==> src/logic/acc51_pkg.sv <==
package acc51_pkg;

   //////////////////////////////////////////////////
   // opcodes, standard 8051 encodings

   typedef enum logic [7:0] {
      LJMP       = 8'h02,
      INC_A      = 8'h04,
      DEC_A      = 8'h14,
      RL_A       = 8'h23,
      ADD_A_IMM  = 8'h24,
      JC         = 8'h40,
      ORL_A_IMM  = 8'h44,
      JNC        = 8'h50,
      ANL_A_IMM  = 8'h54,
      JZ         = 8'h60,
      XRL_A_IMM  = 8'h64,
      JNZ        = 8'h70,
      MOV_A_IMM  = 8'h74,
      SJMP       = 8'h80,
      MOV_DPTR   = 8'h90,
      SUBB_A_IMM = 8'h94,
      CLR_C      = 8'hC3,
      SETB_C     = 8'hD3,
      MOVX_RD    = 8'hE0,
      CLR_A      = 8'hE4,
      MOVX_WR    = 8'hF0,
      CPL_A      = 8'hF4
   } opcode_e;

   typedef enum logic [2:0] {
      FETCH   = 3'd0,
      DECODE0 = 3'd1,   // opcode on the bus
      DECODE1 = 3'd2,   // first operand
      DECODE2 = 3'd3,   // second operand
      EXECUTE = 3'd4
   } core_state_e;

   //////////////////////////////////////////////////
   // xdata map of the serial port

   localparam logic [15:0] XDATA_TX_STATUS = 16'h0200;   // bit 0 = tx busy
   localparam logic [15:0] XDATA_TX_DATA   = 16'h0201;

   localparam int DEFAULT_CLKS_PER_BIT = 104;
   localparam int DEFAULT_CODE_AW      = 10;

   // one code memory access, loader or core
   typedef struct packed {
      logic        valid;
      logic        wr;
      logic [15:0] addr;
      logic [7:0]  wdata;
   } code_req_t;

   typedef struct packed {
      logic [7:0] acc;
      logic       carry;
      logic       carry_upd;   // carry is written only when set
   } alu_out_t;

endpackage

==> src/logic/boot_loader.sv <==
module boot_loader (
   input  logic                 i_clk,
   input  logic                 i_nrst,
   input  logic                 i_byte_valid,
   input  logic [7:0]           i_byte,
   output acc51_pkg::code_req_t o_req,
   output logic                 o_loaded
);

   logic       have_count;
   logic [7:0] count;      // program length
   logic [7:0] wr_addr;

   always_ff @(posedge i_clk or negedge i_nrst) begin
      if (!i_nrst) begin
         have_count <= 1'b0;
         count      <= '0;
         wr_addr    <= '0;
         o_req      <= '0;
         o_loaded   <= 1'b0;
      end else begin
         o_req.valid <= 1'b0;
         if (o_req.valid && o_req.addr[7:0] == count - 8'd1) o_loaded <= 1'b1;
         if (i_byte_valid && !o_loaded) begin
            if (!have_count) begin
               have_count <= 1'b1;
               count      <= i_byte;
            end else begin
               o_req.valid <= 1'b1;
               o_req.wr    <= 1'b1;
               o_req.addr  <= {8'h00, wr_addr};
               o_req.wdata <= i_byte;
               wr_addr     <= wr_addr + 8'd1;
            end
         end
      end
   end

   // a zero length would leave the core waiting forever
   a_count_nonzero : assert property (@(posedge i_clk) disable iff (!i_nrst)
      (i_byte_valid && !have_count) |-> (i_byte != 8'd0));

endmodule

==> config.mk <==
export PLATFORM = sky130hd
export DESIGN_NAME = boot_loader
export DESIGN_NICKNAME = d
export VERILOG_FILES = /design/src/logic/acc51_pkg.sv /design/src/logic/boot_loader.sv
export SDC_FILE = /design/constraint.sdc
export NUM_CORES = 1
export LEC_CHECK = 0
export BUFFER_PORTS_ARGS = -buffer_cell sky130_fd_sc_hd__clkbuf_2
export CAP_MARGIN = 5
export CORE_AREA = 2 2 60 62
export DETAILED_ROUTE_END_ITERATION = 6
export DIE_AREA = 0 0 62 64
export GPL_TIMING_DRIVEN = 0
export PLACE_DENSITY = 0.75
export SYNTH_ARGS = -nofsm -noshare
export SYNTH_HDL_FRONTEND = slang
export SYNTH_SLANG_ARGS = --single-unit
==> constraint.sdc <==
create_clock -name i_clk -period 2.2 [get_ports i_clk]
set_input_delay 0.11 -clock i_clk [delete_from_list [all_inputs] [get_ports i_clk]]
set_output_delay 0.11 -clock i_clk [all_outputs]
set_load 0.005 [all_outputs]
==> parameters.txt <==
Parameter                              Value

CTS
  TritonCTS Buffers    5
  Clock-pin slew on the worst setup and hold paths    0.11 ns
  Post-cts resize count    0
  Worst skew pair latency    0.34 ns
  H-tree depth    2
  Clock tree root driver cell    clkbuf_4
  TritonCTS clock tree    built
  Maximum root-to-sink buffer count    2
  CTS sink count    36

Global route
  Leftover overflow at the end of global routing    0
  Vias in the first global route    1,179
  Wire length of the first global-routing pass    5292 um
  Global routing usage summed across all routing layers    18.50%
  Pin count of the biggest net entering global routing    37
  Initial antenna violation count    0

Power
  Pwr/cell area    1057 nW/um^2
  Clock network fraction of total power    20.8%
  Switching component of the power    0.7349 mW
  Portion of total power attributed to sequential cells    48.7%
  Combinational share of power    30.5%
  Fraction of power spent switching nets    34.02%
  LEAKAGE    1.065 nW
  Worst supply voltage drop on vdd    0.4256 mV
  Internal power of the cells    1.425 mW

Synth
  Part of the Yosys area used for sequential elements    54.67%
  YS warnings    0
  Synthesized cell area    1648 sq um
  Most used DFF post-synth    dfrtp_1
  EDFF count, synth    0
  Mean post-synth cell area    10.17 sq um
  Cell types occupying the most area after synthesis    dfrtp_1, nand2_1, xnor2_1, buf_4, mux2_2
  Proportion of netlist area held by the largest area contributor    54.67%
  Synth unique cells    31
  Library cell occupying the most area in the post-synthesis netlist    dfrtp_1
  Gate count after technology mapping    162
  Seq cells post-synth    36
  FFs w/ async S/R, synth    100.0%

Min path
  Capture endpoint of the worst hold path    have_count$_DFFE_PN0P_
  Worst min-delay path startpoint    i_byte_valid
  Worst hold path stage count    3
  Class of the most critical hold timing path    input pin to register

Finish
  Highest-count cells in the layout ignoring fill and taps    nand2_1, dfrtp_1, clkbuf_2
  Nets    227
  Number of inserted diodes    0
  Leading cell type in the layout, fill and taps excluded    nand2_1
  Final core occ    62.21%
  Area delta synth->final    23.99%
  Proportion of layout cells with a drive suffix above 1    24.65%

Drt
  Remaining routing DRC violations    0
  Avg WL per Cell    12.23 um
  Vias after detailed routing    1,249
  ANT nets after route    0
  Via-per-instance ratio    4.785
  1st-pass router iterations    4
  Total wire length after detailed routing    3192 um
  Uppermost layer routed    met4
  DRC marker count from the first detailed-route iteration    49
  Met2 layer wire length in the routed design    1530 um
  Routed metal-1 wire length    1450 um
  Routed met3 length    147 um

Setup path
  CP max stage delay    0.46 ns
  Top fanout value on the critical path    7
  Endpoint of the most critical register-to-register path    o_loaded$_DFFE_PN0P_
  Category of cells accounting for the largest share of critical-path delay    simple AND/OR/NAND/NOR gates
  Crit path capture type    register
  Length in cells of the worst reg-to-reg path    4
  Worst R2R Setup Slack    0.42 ns
  Buf+Inv Stages, Crit Path    0
  Worst Path Class, Setup    register to register
  Ordered list of cells on the worst path    or3_1, or4_4, xnor2_2, a41o_1
  Cell with the largest stage delay on the worst path    dfrtp_1
  Critical Path RT    2.44 ns
  Reg-to-Reg Start    count[2]$_DFFE_PN0P_
  Critical path startpoint category    register
  CP Data Arrival Time    2.03 ns

Placement
  Final Wtd Congestion    0.7803
  Number of input and output port buffers inserted    29
  Post-DP HPWL    2263 um
  Placement-stage worst setup slack    0.4430 ns

Die
  Width of the die    62 um
  DIE AREA    3968 sq um
  Number of top-level design ports    38
  Row cnt    21
  Core Footprint    3284 sq um
  Effective utilization at floorplan    50.17%
  Die Span Y    64 um

STA
  Number of pins with negative max-slew slack in the final report    0
  Final worst path period share    81.05%
  Shortest period the worst path allows    1.783 ns
  Fin Setup TNS    0 ns
  Unrepaired setup endpoints after global routing    no
  Final Worst Setup Slack    0.4170 ns
  Highest attainable clock frequency    560.8 MHz
  Final Hold Fails    0
  Final setup fails    0
  Slew at the pin closest to its max-slew limit    0.8602 ns
  Largest clock skew in the final design    0.01427 ns
  Max_slew headroom    42.66%

Status
  Status    complete, no violations

Run
  Max Cap Viol    0
-- synthesized netlist by cell type (2+ instances only) --
| cell type | n |
|---|---|
| xor2_1 | 4 |
| nand4_1 | 4 |
| dfrtp_1 | 36 |
| inv_1 | 2 |
| clkbuf_1 | 3 |
| and3_1 | 3 |
| buf_4 | 8 |
| xnor2_1 | 13 |
| mux2_2 | 5 |
| a41o_1 | 2 |
| o21ai_0 | 2 |
| ha_1 | 2 |
| nand2b_1 | 3 |
| nand2_1 | 55 |
| nor2_1 | 4 |
-- routing by layer --
layer  track usage, %  vias up
met2            28.26       25
li1                 -      628
met4            7.713        0
met3            6.680        8
met1            23.24      588
met5                0        -
-- flip-flops by register name (all words and copies together) (netlist names) --
signal      count
o_req          18
have_count      1
o_loaded        1
wr_addr         8
count           8
-- final cells by class --
type,instances,area [sq um]
multi-input cells,118,686.9
fillers,281,1241
clock buffers,6,41.29
inverters,3,11.26
flip-flops and latches,36,900.9
well taps,46,57.56
repair buffers,38,235.2
clock inverters,2,35.03
plain buffers,12,75.07
-- power groups by stage --
stage / combinational, mW / sequential (mW) / clock, mW
global route: 0.758 / 1.09 / 0.500
detailed placement: 0.652 / 1.07 / 0
global placement: 0.636 / 1.06 / 0
CTS: 0.668 / 1.05 / 0.464
finish: 0.660 / 1.05 / 0.449
floorplan: 0.416 / 1.04 / 0
-- stage by stage --
step	instances	instance area [sq um]	power, mW	hold slack [ns]
3_5_place_dp	244	1877	1.719	0.2694
2_1_floorplan	169	1674	1.452	-0.1856
3_3_place_gp	244	1877	1.694	0.2655
5_1_grt	261	2043	2.348	0.01694
6_report	261	2043	2.160	0.01554
4_1_cts	261	2043	2.184	0.006584
-- repair_timing --
action                                  CTS  global route
hold endpoints to repair                 48             0
setup buffers                             0             0
hold buffers                              9             0
endpoints found under the setup margin    0             0
-- worst max path at each step --
| stage | endpoint | slack (ns) | start | cells past startpoint |
|---|---|---|---|---|
| floorplan | o_loaded$_DFFE_PN0P_ | 0.51 | count[2]$_DFFE_PN0P_ | 4 |
| global placement | o_loaded$_DFFE_PN0P_ | 0.44 | count[2]$_DFFE_PN0P_ | 4 |
| detailed placement | o_loaded$_DFFE_PN0P_ | 0.44 | count[2]$_DFFE_PN0P_ | 4 |
| CTS | o_loaded$_DFFE_PN0P_ | 0.42 | count[2]$_DFFE_PN0P_ | 4 |
| global route | o_req[5]$_DFFE_PN0P_ | 0.36 | o_loaded$_DFFE_PN0P_ | 5 |
| finish | o_loaded$_DFFE_PN0P_ | 0.42 | count[2]$_DFFE_PN0P_ | 4 |
-- worst register-to-register path, stage by stage, from the launching register on --
cell and delay (ns):
dfrtp_1 0.46, or3_1 0.42, or4_4 0.44, xnor2_2 0.14, a41o_1 0.23
-- cell families (layout without fill, tap and decap cells) --
logic type,after synthesis,after routing,synth area share [%]
buffers and inverters,15,61,5.239
xor gates and xnor gates,18,18,10.02
adders and majority gates,2,2,1.518
other,1,8,0.2276
DFF,36,36,54.67
AOI/OAI and AO/OA,8,8,3.948
muxes,6,6,4.100
and+or+nand+nor,76,76,20.27
(Power assumes the default switching activity.)
