File: src/logic/acc51_pkg.sv
package acc51_pkg;

   //////////////////////////////////////////////////
   // opcodes, standard 8051 encodings

   typedef enum logic [7:0] {
      LJMP       = 8'h02,
      INC_A      = 8'h04,
      DEC_A      = 8'h14,
      RL_A       = 8'h23,
      ADD_A_IMM  = 8'h24,
      JC         = 8'h40,
      ORL_A_IMM  = 8'h44,
      JNC        = 8'h50,
      ANL_A_IMM  = 8'h54,
      JZ         = 8'h60,
      XRL_A_IMM  = 8'h64,
      JNZ        = 8'h70,
      MOV_A_IMM  = 8'h74,
      SJMP       = 8'h80,
      MOV_DPTR   = 8'h90,
      SUBB_A_IMM = 8'h94,
      CLR_C      = 8'hC3,
      SETB_C     = 8'hD3,
      MOVX_RD    = 8'hE0,
      CLR_A      = 8'hE4,
      MOVX_WR    = 8'hF0,
      CPL_A      = 8'hF4
   } opcode_e;

   typedef enum logic [2:0] {
      FETCH   = 3'd0,
      DECODE0 = 3'd1,   // opcode on the bus
      DECODE1 = 3'd2,   // first operand
      DECODE2 = 3'd3,   // second operand
      EXECUTE = 3'd4
   } core_state_e;

   //////////////////////////////////////////////////
   // xdata map of the serial port

   localparam logic [15:0] XDATA_TX_STATUS = 16'h0200;   // bit 0 = tx busy
   localparam logic [15:0] XDATA_TX_DATA   = 16'h0201;

   localparam int DEFAULT_CLKS_PER_BIT = 104;
   localparam int DEFAULT_CODE_AW      = 10;

   // one code memory access, loader or core
   typedef struct packed {
      logic        valid;
      logic        wr;
      logic [15:0] addr;
      logic [7:0]  wdata;
   } code_req_t;

   typedef struct packed {
      logic [7:0] acc;
      logic       carry;
      logic       carry_upd;   // carry is written only when set
   } alu_out_t;

endpackage

File: src/logic/uart_rx.sv
module uart_rx #(
   parameter int CLKS_PER_BIT = acc51_pkg::DEFAULT_CLKS_PER_BIT
) (
   input  logic       i_clk,
   input  logic       i_nrst,
   input  logic       i_rx,
   output logic       o_byte_valid,
   output logic [7:0] o_byte
);

   localparam int               CNT_W = $clog2(CLKS_PER_BIT);
   localparam logic [CNT_W-1:0] FULL  = CNT_W'(CLKS_PER_BIT - 1);
   localparam logic [CNT_W-1:0] HALF  = CNT_W'(CLKS_PER_BIT / 2 - 1);

   typedef enum logic [1:0] {RX_IDLE, RX_START, RX_DATA, RX_STOP} rx_state_e;

   rx_state_e        state;
   logic             rx_q;       // resynced line
   logic [CNT_W-1:0] cnt;
   logic [2:0]       bit_idx;
   logic [7:0]       shreg;

   always_ff @(posedge i_clk or negedge i_nrst) begin
      if (!i_nrst) begin
         rx_q    <= 1'b1;
         state   <= RX_IDLE;
         cnt     <= '0;
         bit_idx <= '0;
      end else begin
         rx_q <= i_rx;
         cnt  <= cnt + 1'b1;
         case (state)
            RX_IDLE: begin
               cnt <= '0;
               if (!rx_q) state <= RX_START;
            end
            RX_START: begin
               if (cnt == HALF) begin   // mid start bit, reject glitches
                  cnt   <= '0;
                  state <= rx_q ? RX_IDLE : RX_DATA;
               end
            end
            RX_DATA: begin
               if (cnt == FULL) begin
                  cnt     <= '0;
                  bit_idx <= bit_idx + 1'b1;   // wraps back to 0 after bit 7
                  if (bit_idx == 3'd7) state <= RX_STOP;
               end
            end
            default: begin
               if (cnt == FULL) begin
                  cnt   <= '0;
                  state <= RX_IDLE;
               end
            end
         endcase
      end
   end

   // lsb arrives first
   always_ff @(posedge i_clk) begin
      if (state == RX_DATA && cnt == FULL) shreg <= {rx_q, shreg[7:1]};
   end

   // framing check, a low stop bit drops the byte
   assign o_byte_valid = (state == RX_STOP) && (cnt == FULL) && rx_q;
   assign o_byte       = shreg;

endmodule

File: config.mk
export PLATFORM = sky130hd
export DESIGN_NAME = uart_rx
export DESIGN_NICKNAME = d
export VERILOG_FILES = /design/src/logic/acc51_pkg.sv /design/src/logic/uart_rx.sv
export SDC_FILE = /design/constraint.sdc
export NUM_CORES = 1
export LEC_CHECK = 0
export BUFFER_PORTS_ARGS = -buffer_cell sky130_fd_sc_hd__buf_2
export CAP_MARGIN = 5
export CELL_PAD_IN_SITES_DETAIL_PLACEMENT = 1
export CELL_PAD_IN_SITES_GLOBAL_PLACEMENT = 1
export CORE_MARGIN = 10
export CORE_UTILIZATION = 40
export DETAILED_ROUTE_END_ITERATION = 16
export GPL_TIMING_DRIVEN = 0
export PLACE_DENSITY_LB_ADDON = 0.2
export SLEW_MARGIN = 20
export SYNTH_ARGS = -nofsm -noshare
export SYNTH_HDL_FRONTEND = slang
export SYNTH_SLANG_ARGS = --single-unit
File: constraint.sdc
create_clock -name i_clk -period 1.6 [get_ports i_clk]
set_input_delay 0.08 -clock i_clk [delete_from_list [all_inputs] [get_ports i_clk]]
set_output_delay 0.08 -clock i_clk [all_outputs]
set_load 0.02 [all_outputs]
==> results of run 1 <==
-- routing by layer --
metal | up-vias | GRT usage | part of all wire
li1 | 291 | - | -
met1 | 309 | 0.1017 | 0.42
met2 | 15 | 0.1314 | 0.50
met3 | 4 | 0.01958 | 0.066
met4 | 0 | 0.05276 | 0.013
met5 | - | 0 | 0
-- worst reg2reg max path, stage by stage (launching register included) --
cell and delay (ps):
dfrtp_1 420, ha_4 180, nand3b_4 150, nor3_2 320, mux2_2 370
-- sequential cells by signal, indices dropped and copies added, names as in the netlist --
name	flops
bit_idx	3
cnt	7
o_byte	8
rx_q	1
state	2
-- power by group --
| part | internal [mW] | switching [mW] |
|---|---|---|
| registers | 0.669 | 0.142 |
| logic | 0.279 | 0.277 |
| clock network | 0.0932 | 0.160 |
-- synthesized netlist by cell type (all sizes together) --
cell type,number,share of area
inv,4,0.016
a21oi,4,0.022
mux2,2,0.024
nor3,2,0.016
nand3,3,0.016
nand4b,1,0.016
xor2,3,0.028
nor4,2,0.014
nand3b,2,0.030
dfstp,1,0.028
or3,2,0.014
buf,1,0.012
a21boi,1,0.0081
a22oi,3,0.024
nor2,1,0.0041
edfxtp,8,0.26
ha,3,0.041
dfrtp,12,0.32
xnor2,1,0.0095
o211ai,1,0.023
nand2,2,0.0081
or3b,1,0.012
o32a,2,0.023
o21ai,5,0.027
-- path summary, 6_finish.rpt --
kind | startpoint | endpoint | depth (start not counted)
worst max-delay path | cnt[1] | bit_idx[1] | 4
worst min-delay path | i_nrst | bit_idx[1] | 2
min in group i_clk | i_rx | rx_q | 2
worst max register to register | cnt[1] | bit_idx[1] | 4
worst min register to register | o_byte[3] | o_byte[2] | 0
max in group asynchronous | i_nrst | rx_q | 2
-- repair_timing --
| action | CTS | global route |
|---|---|---|
| endpoints found under the setup margin | 12 | 1 |
| gates resized for setup | 4 | 7 |
| buffers inserted | 3 | 0 |
| hold buffers | 2 | 0 |
| hold endpoints to repair | 14 | 0 |
| pin swaps | 0 | 1 |
-- cells in the final DEF (no fill, tap or decap), types with 3 or more instances in the layout --
master	count
buf_2	10
dfrtp_1	9
edfxtp_1	8
inv_1	4
o21ai_0	4
a21oi_1	4
buf_4	4
nand3_1	3
xor2_1	3
clkbuf_4	3
dfrtp_2	3
-- per-stage QoR --
stage            util  total power [mW]  instances  cell area (um^2)  hold slack [ps]
2_1_floorplan       -             1.166         67             930.9           -215.6
3_3_place_gp   0.4615             1.264        106              1021           -16.38
3_5_place_dp   0.4615             1.281        106              1021           -10.27
4_1_cts        0.5057             1.629        115              1119            181.1
5_1_grt        0.5175             1.750        115              1145            196.1
6_report       0.5175             1.619        115              1145            181.1
-- cells by family after synthesis --
family | after synthesis | synth area share
DFF | 21 | 0.6122
muxes | 2 | 0.02432
xor gates and xnor gates | 4 | 0.03784
AOI/OAI and AO/OA | 16 | 0.1270
buffers and inverters | 5 | 0.02837
and+or+nand+nor | 16 | 0.1297
adders and majority gates | 3 | 0.04054
-- area by class of cell --
cell class / count / area share
Clock inverter: 1 / 0.004372
Tap cell: 28 / 0.03060
Buffer: 1 / 0.009836
Inverter: 4 / 0.01311
Clock buffer: 3 / 0.01967
Multi-Input combinational cell: 41 / 0.3366
Sequential cell: 21 / 0.4984
Timing Repair Buffer: 16 / 0.08743
==> results.md, run 1 <==
- Residual DRC: 0
- Initial antenna violation count: 0
- GR Overflow Total: 0
- Synth Instances: between 60 and 70
- Unrepaired setup endpoints after global routing: yes
- Routed WL: approximately 1700 um
- TritonCTS clock tree: done
- Slew HR: 0.6957
- Leakage: between 0.5 and 0.6 nW
- HP Class: input pin to async pin
- Crit-path max cell delay: ~420 ps
- Post-synthesis sequential area ratio: 0.6122
- CP Data Arrival Time: between 1500 and 2000 ps
- Slew Limit Fails: 0
- CP max stage cell: dfrtp_1
- Vias/cell: around 5.4
- Kind of critical path: register to register
- Setup slack after layout: between 70 and 80 ps
- Chip Width: roughly 68 um
- Drt first-iter violations: 9
- DP HPWL: roughly 1200 um
- VDD IR max: 741.4 uV
- Total negative slack: 0 ps
- Final hold viol count: 0
- Port Buf Inserts: 11
- YS warnings: 0
- Max_cap viols: 0
- Fmax: around 650 MHz
- Place WS: -151.0 ps
- GRT Resource Usage Total: 0.08392
- Drt first pass iters: 4
- Period utilization: 0.9561
- Max Clock Skew: 2.419 ps
- Clock Pin Slew Worst Setup and Hold Paths: 120 ps
- Slack of the worst reg-to-reg path: between 70 and 80 ps
- Crit path cell chain: ha_4, nand3b_4, nor3_2, mux2_2
- CTS Buf Count: 3
- Seq cells post-synth: 21
- GPL Wtd Cong: a little over 0.7
- Largest net degree at the start of global routing: 14
- Number of fillers in the final layout: around 230
- Slew @ Worst Pin: 453.5 ps
- Share of layout cells above drive strength 1: 0.4023
- Routed WL per cell: ~15 um
- Via count: 619
- Die Height: 68.11 um
- Synth unique cells: 28
- Worst-Skew Late Latency: ~300 ps
- Sequential Area: between 500 and 600 um^2
- Vias in the first global route: between 600 and 700
- Crit path required time: 1800 ps
- Starting density of the core: 0.4186
- Htree depth: 1
- Post-Syn Area: a little over 900 um^2
- CP delay by family, top: simple AND/OR/NAND/NOR gates
- Fin nets: 94
- Synthesis-to-finish area growth: 23.65%
- Footprint of the multi-input gates: 385.4 um^2
- Status: complete, no violations
- Minimum clock period: ~1500 ps
- Syn Nets: 73
- Maximum clock path buffer count: 2
- Antenna cells: 0
- Syn_area_per_cell: ~14 um^2
- CORE AREA: around 2200 um^2
- Ports: 12
- CTS sink cnt: 21
- Crit start category: register
- Post-route ant nets: 0
- CP max FO: 7
- Cell Pwr Density: 1414 nW/um^2
- First-pass GRT wire length: between 2000 and 3000 um
- Clock Tree Root: clkbuf_4
- Die ar.: 4639 um^2
- WP buf/inv: 0
- Critical path capture point type: register
- # setup viols final: 0
- Row Count: 17
Note: power is estimated with default switching activity, not from simulation.
==> run 2: changes to the inputs <==
--- a/config.mk
+++ b/config.mk
@@ -5,12 +5,14 @@
 export SDC_FILE = /design/constraint.sdc
 export NUM_CORES = 1
 export LEC_CHECK = 0
+export ABC_AREA = 1
 export BUFFER_PORTS_ARGS = -buffer_cell sky130_fd_sc_hd__buf_2
 export CAP_MARGIN = 5
 export CELL_PAD_IN_SITES_DETAIL_PLACEMENT = 1
 export CELL_PAD_IN_SITES_GLOBAL_PLACEMENT = 1
 export CORE_MARGIN = 10
-export CORE_UTILIZATION = 40
+export CORE_UTILIZATION = 39
+export CTS_BUF_LIST = sky130_fd_sc_hd__clkbuf_8 sky130_fd_sc_hd__clkbuf_16
 export DETAILED_ROUTE_END_ITERATION = 16
 export GPL_TIMING_DRIVEN = 0
 export PLACE_DENSITY_LB_ADDON = 0.2
==> run 2 against run 1 <==
Total power fell by 6.7%. Sequential share of layout area rose by 0.55 points. Core utilization fell by 1.4 points. Maximum frequency rose by 3.1%. Sequential power fell by 9.9%. Via count rose by 6.1%. Synthesized cell count rose by 27%. Combinational power fell by 22%. Flip-flop and latch count did not move. Clock-buffer cell count did not move. Critical path type is now register to output port. Largest cell class unchanged.
==> results.md, run 2 <==
- Post-synth top flop: dfrtp_1 (unchanged)
- Adder-cell share of the synthesized area: 0.04032 (was 0.04054)
- Final hold viol count: 0 (unchanged)
- Commonest non-fill, non-tap cell in the layout: nand2_1 (was buf_2)
- Clock Pin Slew Worst Setup and Hold Paths: 70 ps (was 120 ps)
- Cell Pwr Density: 1343 nW/um^2 (was 1414 nW/um^2)
- Die ar.: 4741 um^2 (was 4639 um^2)
- Largest net degree at the start of global routing: 14 (unchanged)
- Syn_area_per_cell: 10.95 um^2 (was 13.82 um^2)
- Max reg flops: 8 (unchanged)
- Max Clock Skew: 1.199 ps (was 2.419 ps)
- Area share of the largest cell type after synthesis: 0.3226 (was 0.3243)
- Commonest cells in the netlist: 14 x nand2_1, 12 x dfrtp_1, 10 x nor2_1 (was 12 x dfrtp_1, 8 x edfxtp_1, 4 x a21oi_1, 4 x inv_1, 4 x o21ai_0)
- GPL Wtd Cong: 0.7936 (was 0.7221)
- R2R Path End: o_byte[7] (was bit_idx[1])
- Crit path required time: 1520 ps (was 1800 ps)
- Routed WL per cell: 13.61 um (was 15.00 um)
- Place WS: 111.6 ps (was -151.0 ps)
- Drt first-iter violations: 26 (was 9)
- Ys async rst share: 0.6190 (unchanged)
- CTS sink cnt: 21 (unchanged)
- Clock Tree Root: clkbuf_8 (was clkbuf_4)
- Maximum clock path buffer count: 2 (unchanged)
- Antenna cells: 0 (unchanged)
- HP Class: input pin to async pin (unchanged)
- Seq cells post-synth: 21 (unchanged)
- Fin nets: 112 (was 94)
- Status: complete, no violations (unchanged)
- Routed WL: 1810 um (was 1725 um)
- Kind of critical path: register to output port (was register to register)
- Ports: 12 (unchanged)
- CORE AREA: 2233 um^2 (was 2212 um^2)
- Synth Instances: 85 (was 67)
- Initial antenna violation count: 0 (unchanged)
- CP max FO: 6 (was 7)
- Simple-gate share of the synthesized area: 0.2110 (was 0.1297)
- Tot Pwr: 1.510 mW (was 1.619 mW)
- Largest family of logic cells by synthesized area: simple AND/OR/NAND/NOR gates (unchanged)
- Syn Nets: 91 (was 73)
- R2R cell count: 5 (was 4)
- Starting density of the core: 0.4168 (was 0.4186)
- Synthesis-to-finish area growth: 20.83% (was 23.65%)
- Crit start category: register (unchanged)
- GRT Resource Usage Total: 0.08956 (was 0.08392)
- Synth unique cells: 23 (was 28)
- GR Overflow Total: 0 (unchanged)
- Post-route ant nets: 0 (unchanged)
- Unrepaired setup endpoints after global routing: no (was yes)
- Synth Area in Compound Gates: 0.05780 (was 0.1270)
- Slack of the worst reg-to-reg path: 200 ps (was 70 ps)
- Die Height: 68.86 um (was 68.11 um)
- Reg-to-Reg Start: cnt[0] (was cnt[1])
- Share of layout cells above drive strength 1: 0.3143 (was 0.4023)
- Leakage: 0.5268 nW (was 0.5127 nW)
- Minimum clock period: 1484 ps (was 1530 ps)
- Cell taking the most area after synthesis: dfrtp_1 (unchanged)
- CP Data Arrival Time: 1400 ps (was 1730 ps)
- Post-Syn Area: 930.9 um^2 (was 925.9 um^2)
- Port Buf Inserts: 11 (unchanged)
- Count leader, synth: nand2_1 (was dfrtp_1)
- Slew @ Worst Pin: 313.8 ps (was 453.5 ps)
- Residual DRC: 0 (unchanged)
- Period utilization: 0.9275 (was 0.9561)
- Ranking of synthesized cells by area: dfrtp_1 32%, edfxtp_1 26%, nand2_1 5.6% (was dfrtp_1 32%, edfxtp_1 26%, ha_1 4.1%)
- Max_cap viols: 0 (unchanged)
- YS warnings: 0 (unchanged)
- Chip Width: 68.86 um (was 68.11 um)
- VDD IR max: 699.9 uV (was 741.4 uV)
- Worst-Skew Late Latency: 260 ps (was 300 ps)
- # setup viols final: 0 (unchanged)
- Post-synthesis sequential area ratio: 0.6089 (was 0.6122)
- TritonCTS clock tree: done (unchanged)
- Fmax: 673.8 MHz (was 653.7 MHz)
- Mux cell area share after synthesis: 0 (was 0.02432)
- Setup slack after layout: 116.0 ps (was 70.28 ps)
- Via count: 657 (was 619)
- Slew HR: 0.7908 (was 0.6957)
- Post-Synth XOR/XNOR Area: 0.04570 (was 0.03784)
- First-pass GRT wire length: 3139 um (was 2898 um)
- Row Count: 17 (unchanged)
- CTS Buf Count: 3 (unchanged)
- DP HPWL: 1327 um (was 1228 um)
- Drt first pass iters: 4 (unchanged)
- Slew Limit Fails: 0 (unchanged)
- Htree depth: 1 (unchanged)
- Vias in the first global route: 695 (was 638)
- Most frequent cells in the layout: 14 x nand2_1, 12 x dfrtp_1, 10 x nor2_1, 10 x buf_2, 8 x edfxtp_1 (was 10 x buf_2, 9 x dfrtp_1, 8 x edfxtp_1)
- Total negative slack: 0 ps (unchanged)
- Critical path capture point type: output port (was register)
- EDFF count, synth: 8 (unchanged)
- Vias/cell: 4.940 (was 5.383)
-- run 2: cell count changes after synthesis, sizes merged, moves of 3 or more --
cell and delta:
nand2 +17, nor2 +12, inv +4, a22oi -3
-- run 2: stage by stage --
| stage | cells | instance area (um^2) | utilization | hold slack, ps |
|---|---|---|---|---|
| 5_1_grt | 133 | 1125 | 0.5036 | 248.8 |
| 6_report | 133 | 1125 | 0.5036 | 231.5 |
| 4_1_cts | 130 | 1090 | 0.4880 | 238.0 |
| 3_3_place_gp | 124 | 1021 | 0.4571 | -14.15 |
| 2_1_floorplan | 85 | 930.9 | - | -215.6 |
| 3_5_place_dp | 124 | 1021 | 0.4571 | -9.382 |
-- run 2: worst max-delay path: stages (launching register included) --
cell     delay [ps]
dfrtp_1         420
ha_4            170
nand2_2          60
nor2_4          140
nand2_4         100
nor2_1          110
buf_4           150
-- run 2: report_power, final --
group	leakage (nW)	switching (mW)	internal, mW
Clock	0.0255	0.172	0.174
Combinational	0.261	0.248	0.187
Sequential	0.240	0.102	0.629
Total	0.527	0.521	0.990
-- run 2: layout make-up --
| class | instances | area [um^2] |
|---|---|---|
| clock inverters | 1 | 5.005 |
| flip-flops and latches | 21 | 566.8 |
| multi-input cells | 55 | 342.8 |
| fillers | 262 | 1109 |
| clock buffers | 3 | 41.29 |
| inverters | 9 | 33.78 |
| repair buffers | 16 | 100.1 |
| well taps | 28 | 35.03 |
-- run 2: metal layers --
metal	up-vias	share of wire	GRT usage
li1	316	-	-
met1	327	0.45	0.1042
met2	9	0.48	0.1416
met3	5	0.046	0.02899
met4	0	0.023	0.05172
met5	-	0	0
-- run 2: kinds of logic after synthesis --
| group | Yosys count |
|---|---|
| xor+xnor | 4 |
| fa+ha+maj | 3 |
| flops | 21 |
| buf+inv | 9 |
| simple gates | 38 |
| compound gates | 10 |
-- run 2: worst max path at each step --
stage,to,slack [ps],cells past startpoint,from
3_5_place_dp,o_byte[6],110,5,cnt[0]
3_3_place_gp,o_byte[7],140,5,cnt[0]
4_1_cts,o_byte_valid,30,6,cnt[0]
6_report,o_byte_valid,120,6,cnt[0]
5_1_grt,o_byte_valid,2,6,cnt[0]
2_1_floorplan,o_byte[0],250,5,cnt[0]
-- run 2: repair_timing --
item	in CTS	in global routing
pin swaps	0	1
hold endpoints to repair	14	0
setup buffers	0	3
gates resized for setup	1	2
endpoints found under the setup margin	1	1
hold buffers	2	0
