`src/logic/acc51_pkg.sv`:
```
package acc51_pkg;

   //////////////////////////////////////////////////
   // opcodes, standard 8051 encodings

   typedef enum logic [7:0] {
      LJMP       = 8'h02,
      INC_A      = 8'h04,
      DEC_A      = 8'h14,
      RL_A       = 8'h23,
      ADD_A_IMM  = 8'h24,
      JC         = 8'h40,
      ORL_A_IMM  = 8'h44,
      JNC        = 8'h50,
      ANL_A_IMM  = 8'h54,
      JZ         = 8'h60,
      XRL_A_IMM  = 8'h64,
      JNZ        = 8'h70,
      MOV_A_IMM  = 8'h74,
      SJMP       = 8'h80,
      MOV_DPTR   = 8'h90,
      SUBB_A_IMM = 8'h94,
      CLR_C      = 8'hC3,
      SETB_C     = 8'hD3,
      MOVX_RD    = 8'hE0,
      CLR_A      = 8'hE4,
      MOVX_WR    = 8'hF0,
      CPL_A      = 8'hF4
   } opcode_e;

   typedef enum logic [2:0] {
      FETCH   = 3'd0,
      DECODE0 = 3'd1,   // opcode on the bus
      DECODE1 = 3'd2,   // first operand
      DECODE2 = 3'd3,   // second operand
      EXECUTE = 3'd4
   } core_state_e;

   //////////////////////////////////////////////////
   // xdata map of the serial port

   localparam logic [15:0] XDATA_TX_STATUS = 16'h0200;   // bit 0 = tx busy
   localparam logic [15:0] XDATA_TX_DATA   = 16'h0201;

   localparam int DEFAULT_CLKS_PER_BIT = 104;
   localparam int DEFAULT_CODE_AW      = 10;

   // one code memory access, loader or core
   typedef struct packed {
      logic        valid;
      logic        wr;
      logic [15:0] addr;
      logic [7:0]  wdata;
   } code_req_t;

   typedef struct packed {
      logic [7:0] acc;
      logic       carry;
      logic       carry_upd;   // carry is written only when set
   } alu_out_t;

endpackage

```
`src/logic/uart_tx.sv`:
```
module uart_tx #(
   parameter int CLKS_PER_BIT = acc51_pkg::DEFAULT_CLKS_PER_BIT
) (
   input  logic       i_clk,
   input  logic       i_nrst,
   input  logic       i_start,
   input  logic [7:0] i_byte,
   output logic       o_tx,
   output logic       o_busy
);

   localparam int               CNT_W = $clog2(CLKS_PER_BIT);
   localparam logic [CNT_W-1:0] FULL  = CNT_W'(CLKS_PER_BIT - 1);

   logic [CNT_W-1:0] cnt;
   logic [3:0]       bit_idx;   // 0 start, 1..8 data, 9 stop, 10 tail
   logic [7:0]       shreg;

   always_ff @(posedge i_clk or negedge i_nrst) begin
      if (!i_nrst) begin
         o_tx    <= 1'b1;
         o_busy  <= 1'b0;
         cnt     <= '0;
         bit_idx <= '0;
      end else if (!o_busy) begin
         if (i_start) begin
            o_busy  <= 1'b1;
            o_tx    <= 1'b0;   // start bit
            cnt     <= '0;
            bit_idx <= '0;
         end
      end else if (bit_idx == 4'd10) begin
         o_busy <= 1'b0;   // one trailing cycle after the stop bit
      end else if (cnt == FULL) begin
         cnt     <= '0;
         bit_idx <= bit_idx + 1'b1;
         o_tx    <= shreg[0];
      end else begin
         cnt <= cnt + 1'b1;
      end
   end

   // ones shift in behind the data and form the stop level
   always_ff @(posedge i_clk) begin
      if (i_start && !o_busy) shreg <= i_byte;
      else if (o_busy && cnt == FULL) shreg <= {1'b1, shreg[7:1]};
   end

   // software polls busy before each write, so a start never lands mid frame
   a_no_start_busy : assert property (@(posedge i_clk) disable iff (!i_nrst)
      i_start |-> !o_busy);

endmodule

```
`config.mk`:
```
export PLATFORM = sky130hd
export DESIGN_NAME = uart_tx
export DESIGN_NICKNAME = d
export VERILOG_FILES = /design/src/logic/acc51_pkg.sv /design/src/logic/uart_tx.sv
export SDC_FILE = /design/constraint.sdc
export NUM_CORES = 1
export LEC_CHECK = 0
export ABC_CLOCK_PERIOD_IN_PS = 2100
export BUFFER_PORTS_ARGS = -buffer_cell sky130_fd_sc_hd__buf_2
export CAP_MARGIN = 20
export CELL_PAD_IN_SITES_DETAIL_PLACEMENT = 0
export CELL_PAD_IN_SITES_GLOBAL_PLACEMENT = 1
export CORE_MARGIN = 4
export CORE_UTILIZATION = 40
export CTS_CLUSTER_DIAMETER = 100
export DETAILED_ROUTE_END_ITERATION = 10
export PLACE_DENSITY_LB_ADDON = 0.1
export SYNTH_ARGS = -nofsm -noshare
export SYNTH_HDL_FRONTEND = slang
export SYNTH_SLANG_ARGS = --single-unit
```
`constraint.sdc`:
```
create_clock -name i_clk -period 2.1 [get_ports i_clk]
set_input_delay 0 -clock i_clk [delete_from_list [all_inputs] [get_ports i_clk]]
set_output_delay 0 -clock i_clk [all_outputs]
set_load 0.01 [all_outputs]
```
==> results of run 1 <==
## worst max-delay path by stage
stage	cells past startpoint	to
6_report	5	shreg[7]
5_1_grt	5	shreg[0]
4_1_cts	5	shreg[7]
3_5_place_dp	5	shreg[7]
3_3_place_gp	5	shreg[5]
2_1_floorplan	4	shreg[0]
## area by class of cell
| type | instances | area, µm² | area share (%) |
|---|---|---|---|
| clock buffers | 3 | 22.5 | 1.71 |
| clock inverters | 1 | 5.00 | 0.379 |
| inverters | 3 | 11.3 | 0.853 |
| multi-input cells | 72 | 502 | 38.0 |
| flip-flops and latches | 21 | 567 | 42.9 |
| well taps | 30 | 37.5 | 2.84 |
| repair buffers | 24 | 175 | 13.3 |
## kinds of logic (layout without fill, tap and decap cells)
kind of cell	after synthesis	after routing	synth area share (%)
buf+inv	5	31	1.73
xor+xnor	3	3	2.42
fa+ha+maj	3	3	3.45
flops	21	21	52.1
simple gates	40	40	20.9
compound gates	17	17	10.2
mux	9	9	9.09
## cell usage in the layout, fill, tap and decap left out, drive strengths merged, types with 3 or more instances in the layout
cell	n
nor2	3
o21ai	5
and3	3
mux2	7
dfrtp	12
clkbuf	3
buf	14
inv	3
nand2	12
nand3	11
edfxtp	8
dlygate4sd3	10
ha	3
## registers in the layout (all words and copies together), names as in the netlist
register	cells
o_busy	1
cnt	7
shreg	8
o_tx	1
bit_idx	4
## layer usage
metal	GRT usage [%]	vias up
met5	0	-
met3	3.89	4
li1	-	413
met1	18.4	389
met2	20.5	21
met4	3.80	0
## synthesized netlist by cell type, types with 3 or more instances
cell / count
mux2_2: 7
and3_1: 3
nand3_1: 10
dfrtp_1: 12
edfxtp_1: 8
nor2_1: 3
o21ai_1: 3
ha_1: 3
nand2_1: 11
## timing repair
action,4_1_cts,5_1_grt
hold endpoints to repair,23,0
hold buffers,10,0
setup buffers,0,0
## stage by stage
step	std cells	hold slack, ns	area (µm²)	setup WS [ns]
2_1_floorplan	98	-0.296	1090	0.403
3_3_place_gp	140	-0.0907	1190	0.516
3_5_place_dp	140	-0.0930	1190	0.464
4_1_cts	154	0.103	1320	0.447
5_1_grt	154	0.111	1320	0.299
6_report	154	0.0895	1320	0.460
## power by group
group,internal (mW),switching (mW),total [mW]
sequential,0.523,0.126,0.649
combinational,0.166,0.133,0.299
clock,0.0711,0.123,0.194
total,0.761,0.381,1.14
## worst max-delay path, cell delays in order (launching register included)
cell and delay [ns]:
dfrtp_1 0.41, ha_1 0.22, and3_1 0.27, nand2_1 0.14, o21ai_1 0.14, buf_4 0.18
==> impl_metrics.toml, run 1 <==
[outcome]
status = "finished clean"

[worst_setup_path]
r2r-start = "cnt[0]"
crit_type = "reg2reg"
r2r_slack_ns = 0.46
reg2reg_depth = 5
cp-startpoint = "cnt[0]"
r2r_end = "shreg[7]"
startpoint_type = "flop"
worstPathMaxFanout = 8
cp.arrival_ns = 1.67
required_ns = 2.13
cp-end-kind = "flop"

[yosys]
synth_top_cells_by_area = "dfrtp_1 (28%), edfxtp_1 (22%), mux2_2 (7.2%)"
synth_area_um2 = 1090
ys_async_sr_fraction_pct = 61.9
netlist_instances = 98
yosysSeqAreaShare_pct = 52.1
syn_area_per_cell_um2 = 11.1
synth_enable_flop_cells = 8
synth_warnings = 0
yosys_most_used_dff = "dfrtp_1"
synth_cell_type_count = 37
yosysTopAreaCellShare_pct = 27.6
yosysTopAreaCell = "dfrtp_1"
syn-num-nets = 112
synth-seq-cells = 21

[drt]
wl_met1_um = 988
vias = 827
firstDrtPassIters = 4
highest_layer = "met4"
drt-initial-drc-count = 43
wl_per_cell_um = 13.6
met2_length_um = 970
wl_um = 2100
routed_via_density = 5.37
ant_nets = 0
drc = 0
wl_met3_um = 104

[global_route]
overflow = 0
grt_usage_pct = 13.4
grt_max_degree = 15
antenna_found_initial = 0
grt_pass1_vias = 801
grt_pass1_wl_um = 3630

[die]
die_h_um = 60.1
row_count = 18
coreArea_um2 = 2540
start_util_pct = 42.7
die-area_um2 = 3620
num_io_pins = 13
die_w_um = 60.1

[timing]
fin_tns_setup_ns = 0
tightest_slew_ns = 0.394
rsz0062_at_grt = "no"
slew_viol_final = 0
slew_headroom_pct = 73.6
finalCritPeriodShare_pct = 78.1
fin_crit_ns = 1.64
setup_viol = 0
max_freq_ghz = 0.610
fin_skew_ns = 0.00980
finalHoldViolations = 0

[layout]
fillers = 217
antenna_cells = 0
final_util_pct = 51.9
area_delta_synth_final_pct = 21.4
nets = 139
drive_gt1_share_pct = 25.8

[cts]
tritoncts = "yes"
clock_path_buffers = 2
cts_inserted_buffers = 3
cts_sinks = 21
cts_resized = 0
insertion_delay_ns = 0.31
clkTransAtPathRegs_ns = 0.12
htree_levels = 1
cts_root_buf = "clkbuf_4"

[placed_design]
io_buffers = 12
gp_congestion = 0.749
hpwl_um = 1490

[power]
p_leak_nw = 0.545
ir_drop_mv = 0.556
p_per_area_nw_per_um2 = 865
power_mw = 1.14

[job]
maxCapViolations = 0

[worst_hold_path]
hold_class = "in2async"
Power figures use the tool's default switching activity.
==> run 2, diff against run 1 <==
--- a/config.mk
+++ b/config.mk
@@ -5,13 +5,14 @@
 export SDC_FILE = /design/constraint.sdc
 export NUM_CORES = 1
 export LEC_CHECK = 0
-export ABC_CLOCK_PERIOD_IN_PS = 2100
+export ABC_AREA = 1
+export ABC_CLOCK_PERIOD_IN_PS = 1500
 export BUFFER_PORTS_ARGS = -buffer_cell sky130_fd_sc_hd__buf_2
 export CAP_MARGIN = 20
 export CELL_PAD_IN_SITES_DETAIL_PLACEMENT = 0
 export CELL_PAD_IN_SITES_GLOBAL_PLACEMENT = 1
 export CORE_MARGIN = 4
-export CORE_UTILIZATION = 40
+export CORE_UTILIZATION = 38
 export CTS_CLUSTER_DIAMETER = 100
 export DETAILED_ROUTE_END_ITERATION = 10
 export PLACE_DENSITY_LB_ADDON = 0.1
==> constraint.sdc (replaced) <==
create_clock -name i_clk -period 1.5 [get_ports i_clk]
set_input_delay 0 -clock i_clk [delete_from_list [all_inputs] [get_ports i_clk]]
set_output_delay 0 -clock i_clk [all_outputs]
set_load 0.01 [all_outputs]
==> run 2 against run 1 <==
Against the previous run: clock-buffer cell count did not move; critical path depth rose by 1; core utilization fell by 0.38 points; sequential cell count did not move; hold slack improved by 0.012 ns; sequential share of layout area fell by 2.7 points; sequential power rose by 28%; area after synthesis did not move; clock skew fell by 0.0061 ns; synthesized cell count rose by 32%; critical path type unchanged.
==> impl_metrics.toml, run 2 <==
[die]
coreArea_um2 = 2730
num_io_pins = 13
start_util_pct = 39.8
die_w_um = 61.5
row_count = 19
die_h_um = 61.5
die-area_um2 = 3780

[worst_hold_path]
hold_class = "in2async"

[drt]
drt-initial-drc-count = 19
wl_um = 2210
drc = 0
wl_per_cell_um = 11.3
vias = 915
ant_nets = 0
firstDrtPassIters = 4
routed_via_density = 4.69

[layout]
largest_reg_flops = 8
final_cell_area_um2 = 1410
reg_top3 = "shreg: 8 flops, cnt: 7 flops, bit_idx: 4 flops"
final_cell_mix = "nand2_1 (45), inv_1 (13), dfrtp_1 (12), buf_2 (12), nor2_1 (11)"
fin_cells = 195
nets = 179
final_common_cell = "nand2_1"
regMostFlops = "shreg"
area_delta_synth_final_pct = 29.5
drive_gt1_share_pct = 29.9
antenna_cells = 0

[timing]
finalCritPeriodShare_pct = 94.8
tightest_slew_ns = 0.321
finalHoldViolations = 0
fin_tns_setup_ns = 0
setup_viol = 0
slew_headroom_pct = 78.6
fin_crit_ns = 1.42
fin_skew_ns = 0.00373
max_freq_ghz = 0.703
hold_ws_ns = 0.101
rsz0062_at_grt = "yes"
slew_viol_final = 0

[worst_setup_path]
cp-startpoint = "cnt[0]"
r2r-start = "cnt[0]"
startpoint_type = "flop"
worstPathMaxFanout = 8
slowest_delay_ns = 0.42
cp-end-kind = "flop"
cp_slowest_cell = "dfrtp_1"
required_ns = 1.53
path_cells = "ha_2, nand2_2, inv_2, nand4_1, o21ai_2, buf_6"
crit_type = "reg2reg"
cp.arrival_ns = 1.45

[yosys]
synth_commonest_cells = "nand2_1 (47), inv_1 (15), dfrtp_1 (12), nor2_1 (11), edfxtp_1 (8)"
synth_top_cells_by_area = "dfrtp_1 (28%), edfxtp_1 (22%), nand2_1 (16%)"
yosys_most_used_dff = "dfrtp_1"
synth-seq-cells = 21
ys_async_sr_fraction_pct = 61.9
synth_warnings = 0
synth_cell_type_count = 19
syn_area_per_cell_um2 = 8.43
yosysMostFrequentCell = "nand2_1"
yosysTopAreaCell = "dfrtp_1"
syn-num-nets = 143
netlist_instances = 129
synth_enable_flop_cells = 8
synth_area_um2 = 1090
yosysSeqAreaShare_pct = 52.1
yosysTopAreaCellShare_pct = 27.6

[global_route]
antenna_found_initial = 0
overflow = 0
grt_pass1_wl_um = 3800
grt_max_degree = 14
grt_usage_pct = 13.6
grt_pass1_vias = 881

[placed_design]
dpl_cell_area_um2 = 1250
placed_cells = 180
gp_congestion = 0.781
io_buffers = 12
hpwl_um = 1590

[cts]
tritoncts = "yes"
cts_root_buf = "clkbuf_4"
cts_sinks = 21
clock_path_buffers = 2
insertion_delay_ns = 0.30
htree_levels = 1
cts_inserted_buffers = 3
clkTransAtPathRegs_ns = 0.12

[power]
p_leak_nw = 0.709
p_per_area_nw_per_um2 = 1190
ir_drop_mv = 0.686

[outcome]
status = "finished clean"

[job]
maxCapViolations = 0
## run 2: cell types whose count changed after synthesis, sizes merged, moves of 5 or more
cell and delta:
nand3 -6, nand4 +5, nor2 +11, mux2 -7
inv +13, nand2 +36
## run 2: routing by layer
layer | share of wire, % | GRT usage [%] | wire length [µm]
met1 | 51 | 18.1 | 1120
met2 | 44 | 22.1 | 980
met3 | 4.0 | 2.73 | 89
met4 | 0.86 | 4.55 | 19
met5 | 0 | 0 | 0
## run 2: cell families after synthesis
kind of cell | count (synthesis) | synth area share (%)
flip-flops | 21 | 52.1
AND/OR/NAND/NOR | 75 | 30.1
buffers and inverters | 18 | 7.02
adder cells (fa/ha/maj) | 3 | 3.45
AO/OA/AOI/OAI | 12 | 7.25
## run 2: power breakdown
part	internal [mW]	leakage, nW	switching (mW)	total (mW)
Sequential	0.734	0.224	0.0990	0.833
Combinational	0.270	0.467	0.294	0.564
Clock	0.0993	0.0177	0.179	0.278
Total	1.10	0.709	0.571	1.67
## run 2: worst max-delay path: cells and delay by family, from the launching register on
kind,cells,cell delay (ns)
flops,1,0.42
fa+ha+maj,1,0.21
buf+inv,2,0.20
simple gates,2,0.18
compound gates,1,0.15
## run 2: cell type report
cell class,instances,area (µm²)
Inverter,16,60.1
Sequential cell,21,567
Multi-Input combinational cell,90,467
Timing Repair Buffer,33,248
Clock inverter,1,5.00
Clock buffer,3,22.5
Tap cell,31,38.8
Fill cell,270,1330
## run 2: metrics by stage
| step | setup WS (ns) | power (mW) | utilization, % |
|---|---|---|---|
| after floorplan | 0.103 | 1.17 | - |
| after global placement | 0.0969 | 1.33 | 45.7 |
| after detailed placement | 0.0535 | 1.35 | 45.7 |
| after CTS | 0.0349 | 1.65 | 50.0 |
| after global routing | -0.0398 | 1.82 | 51.5 |
| final | 0.0779 | 1.67 | 51.5 |
## run 2: final timing paths
| path | end | slack (ns) | depth (start not counted) |
|---|---|---|---|
| max | shreg[6] | 0.08 | 6 |
| min | bit_idx[2] | 0.10 | 2 |
| max reg2reg | shreg[6] | 0.08 | 6 |
| min reg2reg | o_tx | 0.49 | 2 |
| max in group asynchronous | o_tx | 1.11 | 2 |
| min in group i_clk | cnt[3] | 0.14 | 6 |
## run 2: timing repair
| action | 4_1_cts | 5_1_grt |
|---|---|---|
| endpoints found under the hold margin | 21 | 0 |
| buffers inserted | 0 | 2 |
| hold buffers | 9 | 0 |
| resized for setup | 0 | 9 |
| endpoints found under the setup margin | 0 | 17 |
==> run 3, diff against run 2 <==
--- a/config.mk
+++ b/config.mk
@@ -15,7 +15,7 @@
 export CORE_UTILIZATION = 38
 export CTS_CLUSTER_DIAMETER = 100
 export DETAILED_ROUTE_END_ITERATION = 10
-export PLACE_DENSITY_LB_ADDON = 0.1
+export PLACE_DENSITY = 0.83
 export SYNTH_ARGS = -nofsm -noshare
 export SYNTH_HDL_FRONTEND = slang
 export SYNTH_SLANG_ARGS = --single-unit
==> run 3 against run 2 <==
Against the previous run: critical path depth is the same; clock-buffer cell count increased by 1; fmax rose by 0.11%; sequential power barely moved; clock power down 4%; critical path type unchanged; largest power group unchanged.
==> impl_metrics.toml, run 3 (synthesis gave the netlist of run 2 again) <==
[outcome]
status = "finished clean"

[drt]
vias = 920
wl_um = 2120
drt-initial-drc-count = 53
routed_via_density = 4.79
firstDrtPassIters = 4
drc = 0
ant_nets = 0
wl_per_cell_um = 11.0

[placed_design]
io_buffers = 12
gp_congestion = 0.801
placed_cells = 177
hpwl_um = 1550
dpl_worst_slack_ns = 0.0814

[timing]
max_freq_ghz = 0.704
rsz0062_at_grt = "yes"
fin_crit_ns = 1.42
slew_viol_final = 0
finalHoldViolations = 0
finalCritPeriodShare_pct = 94.7
hold_ws_ns = 0.101
fin_ws_ns = 0.0795
setup_viol = 0
slew_headroom_pct = 77.0
fin_skew_ns = 0.00628
tightest_slew_ns = 0.344

[die]
row_count = 19
start_util_pct = 39.8
die_w_um = 61.5
num_io_pins = 13
coreArea_um2 = 2730
die-area_um2 = 3780
die_h_um = 61.5

[layout]
final_cell_mix = "nand2_1 (46), inv_1 (15), buf_2 (12)"
antenna_cells = 0
area_delta_synth_final_pct = 26.1
fin_cells = 192
fillers = 267
nets = 176
largest_reg_flops = 8
register_area_um2 = 568
final_common_cell = "nand2_1"
reg_top3 = "shreg: 8 flops, cnt: 7 flops, bit_idx: 4 flops"
regMostFlops = "shreg"
drive_gt1_share_pct = 26.1
multi_input_area_um2 = 464

[worst_setup_path]
cp-end-kind = "flop"
r2r_slack_ns = 0.08
startpoint_type = "flop"
crit_type = "reg2reg"
worstPathMaxFanout = 8
required_ns = 1.53
cp.arrival_ns = 1.45

[power]
power_mw = 1.61
ir_drop_mv = 0.742
p_per_area_nw_per_um2 = 1170
p_leak_nw = 0.690

[global_route]
grt_pass1_wl_um = 3810
grt_pass1_vias = 874
grt_max_degree = 14
grt_usage_pct = 13.4
overflow = 0
antenna_found_initial = 0

[cts]
clock_path_buffers = 2
cts_inserted_buffers = 3
htree_levels = 1
insertion_delay_ns = 0.30
cts_sinks = 21
clkTransAtPathRegs_ns = 0.11
cts_root_buf = "clkbuf_4"
tritoncts = "yes"

[worst_hold_path]
hold_class = "in2async"

[job]
maxCapViolations = 0
[run 3: worst paths after layout]
kind	startpoint	end	cells after the start
max	cnt[0]	shreg[7]	6
min	i_nrst	cnt[5]	2
max reg2reg	cnt[0]	shreg[7]	6
min reg2reg	o_tx	o_tx	2
max in group asynchronous	i_nrst	o_tx	2
min in group i_clk	i_start	o_busy	3
[run 3: critical path: stages (launching register included)]
cell and delay [ns]:
dfrtp_1 0.41, ha_2 0.20, nand2_2 0.07, inv_1 0.06, nand4_1 0.11, o21ai_2 0.15, buf_6 0.15
[run 3: where the power goes]
group          internal (mW)  leakage (nW)  switching [mW]
clock                  0.104        0.0150           0.162
combinational          0.231         0.452           0.277
sequential             0.734         0.223          0.0998
total                   1.07         0.690           0.539
[run 3: layout make-up]
| cell class | instances | share of cell area [%] |
|---|---|---|
| clock buffers | 4 | 1.92 |
| repair buffers | 29 | 15.6 |
| inverters | 16 | 4.38 |
| well taps | 31 | 2.83 |
| multi-input cells | 91 | 33.9 |
| flip-flops and latches | 21 | 41.4 |
[run 3: per-layer routing]
metal	track usage (%)	share of wire, %
met1	18.2	49
met2	21.1	46
met3	2.52	4.3
met4	5.45	0.99
met5	0	0
[run 3: what timing repair did]
action / CTS / global route
hold buffers: 9 / 0
gates resized for setup: 0 / 5
setup buffers: 0 / 1
endpoints found under the hold margin: 21 / 0
endpoints found under the setup margin: 0 / 15
[run 3: metrics by stage]
| stage | cell area [µm²] | utilization (%) | setup TNS, ns |
|---|---|---|---|
| global placement | 1230 | 44.9 | 0 |
| finish | 1370 | 50.2 | 0 |
| floorplan | 1090 | - | 0 |
| global route | 1370 | 50.2 | -0.171 |
| detailed placement | 1230 | 44.9 | 0 |
| CTS | 1340 | 49.1 | 0 |
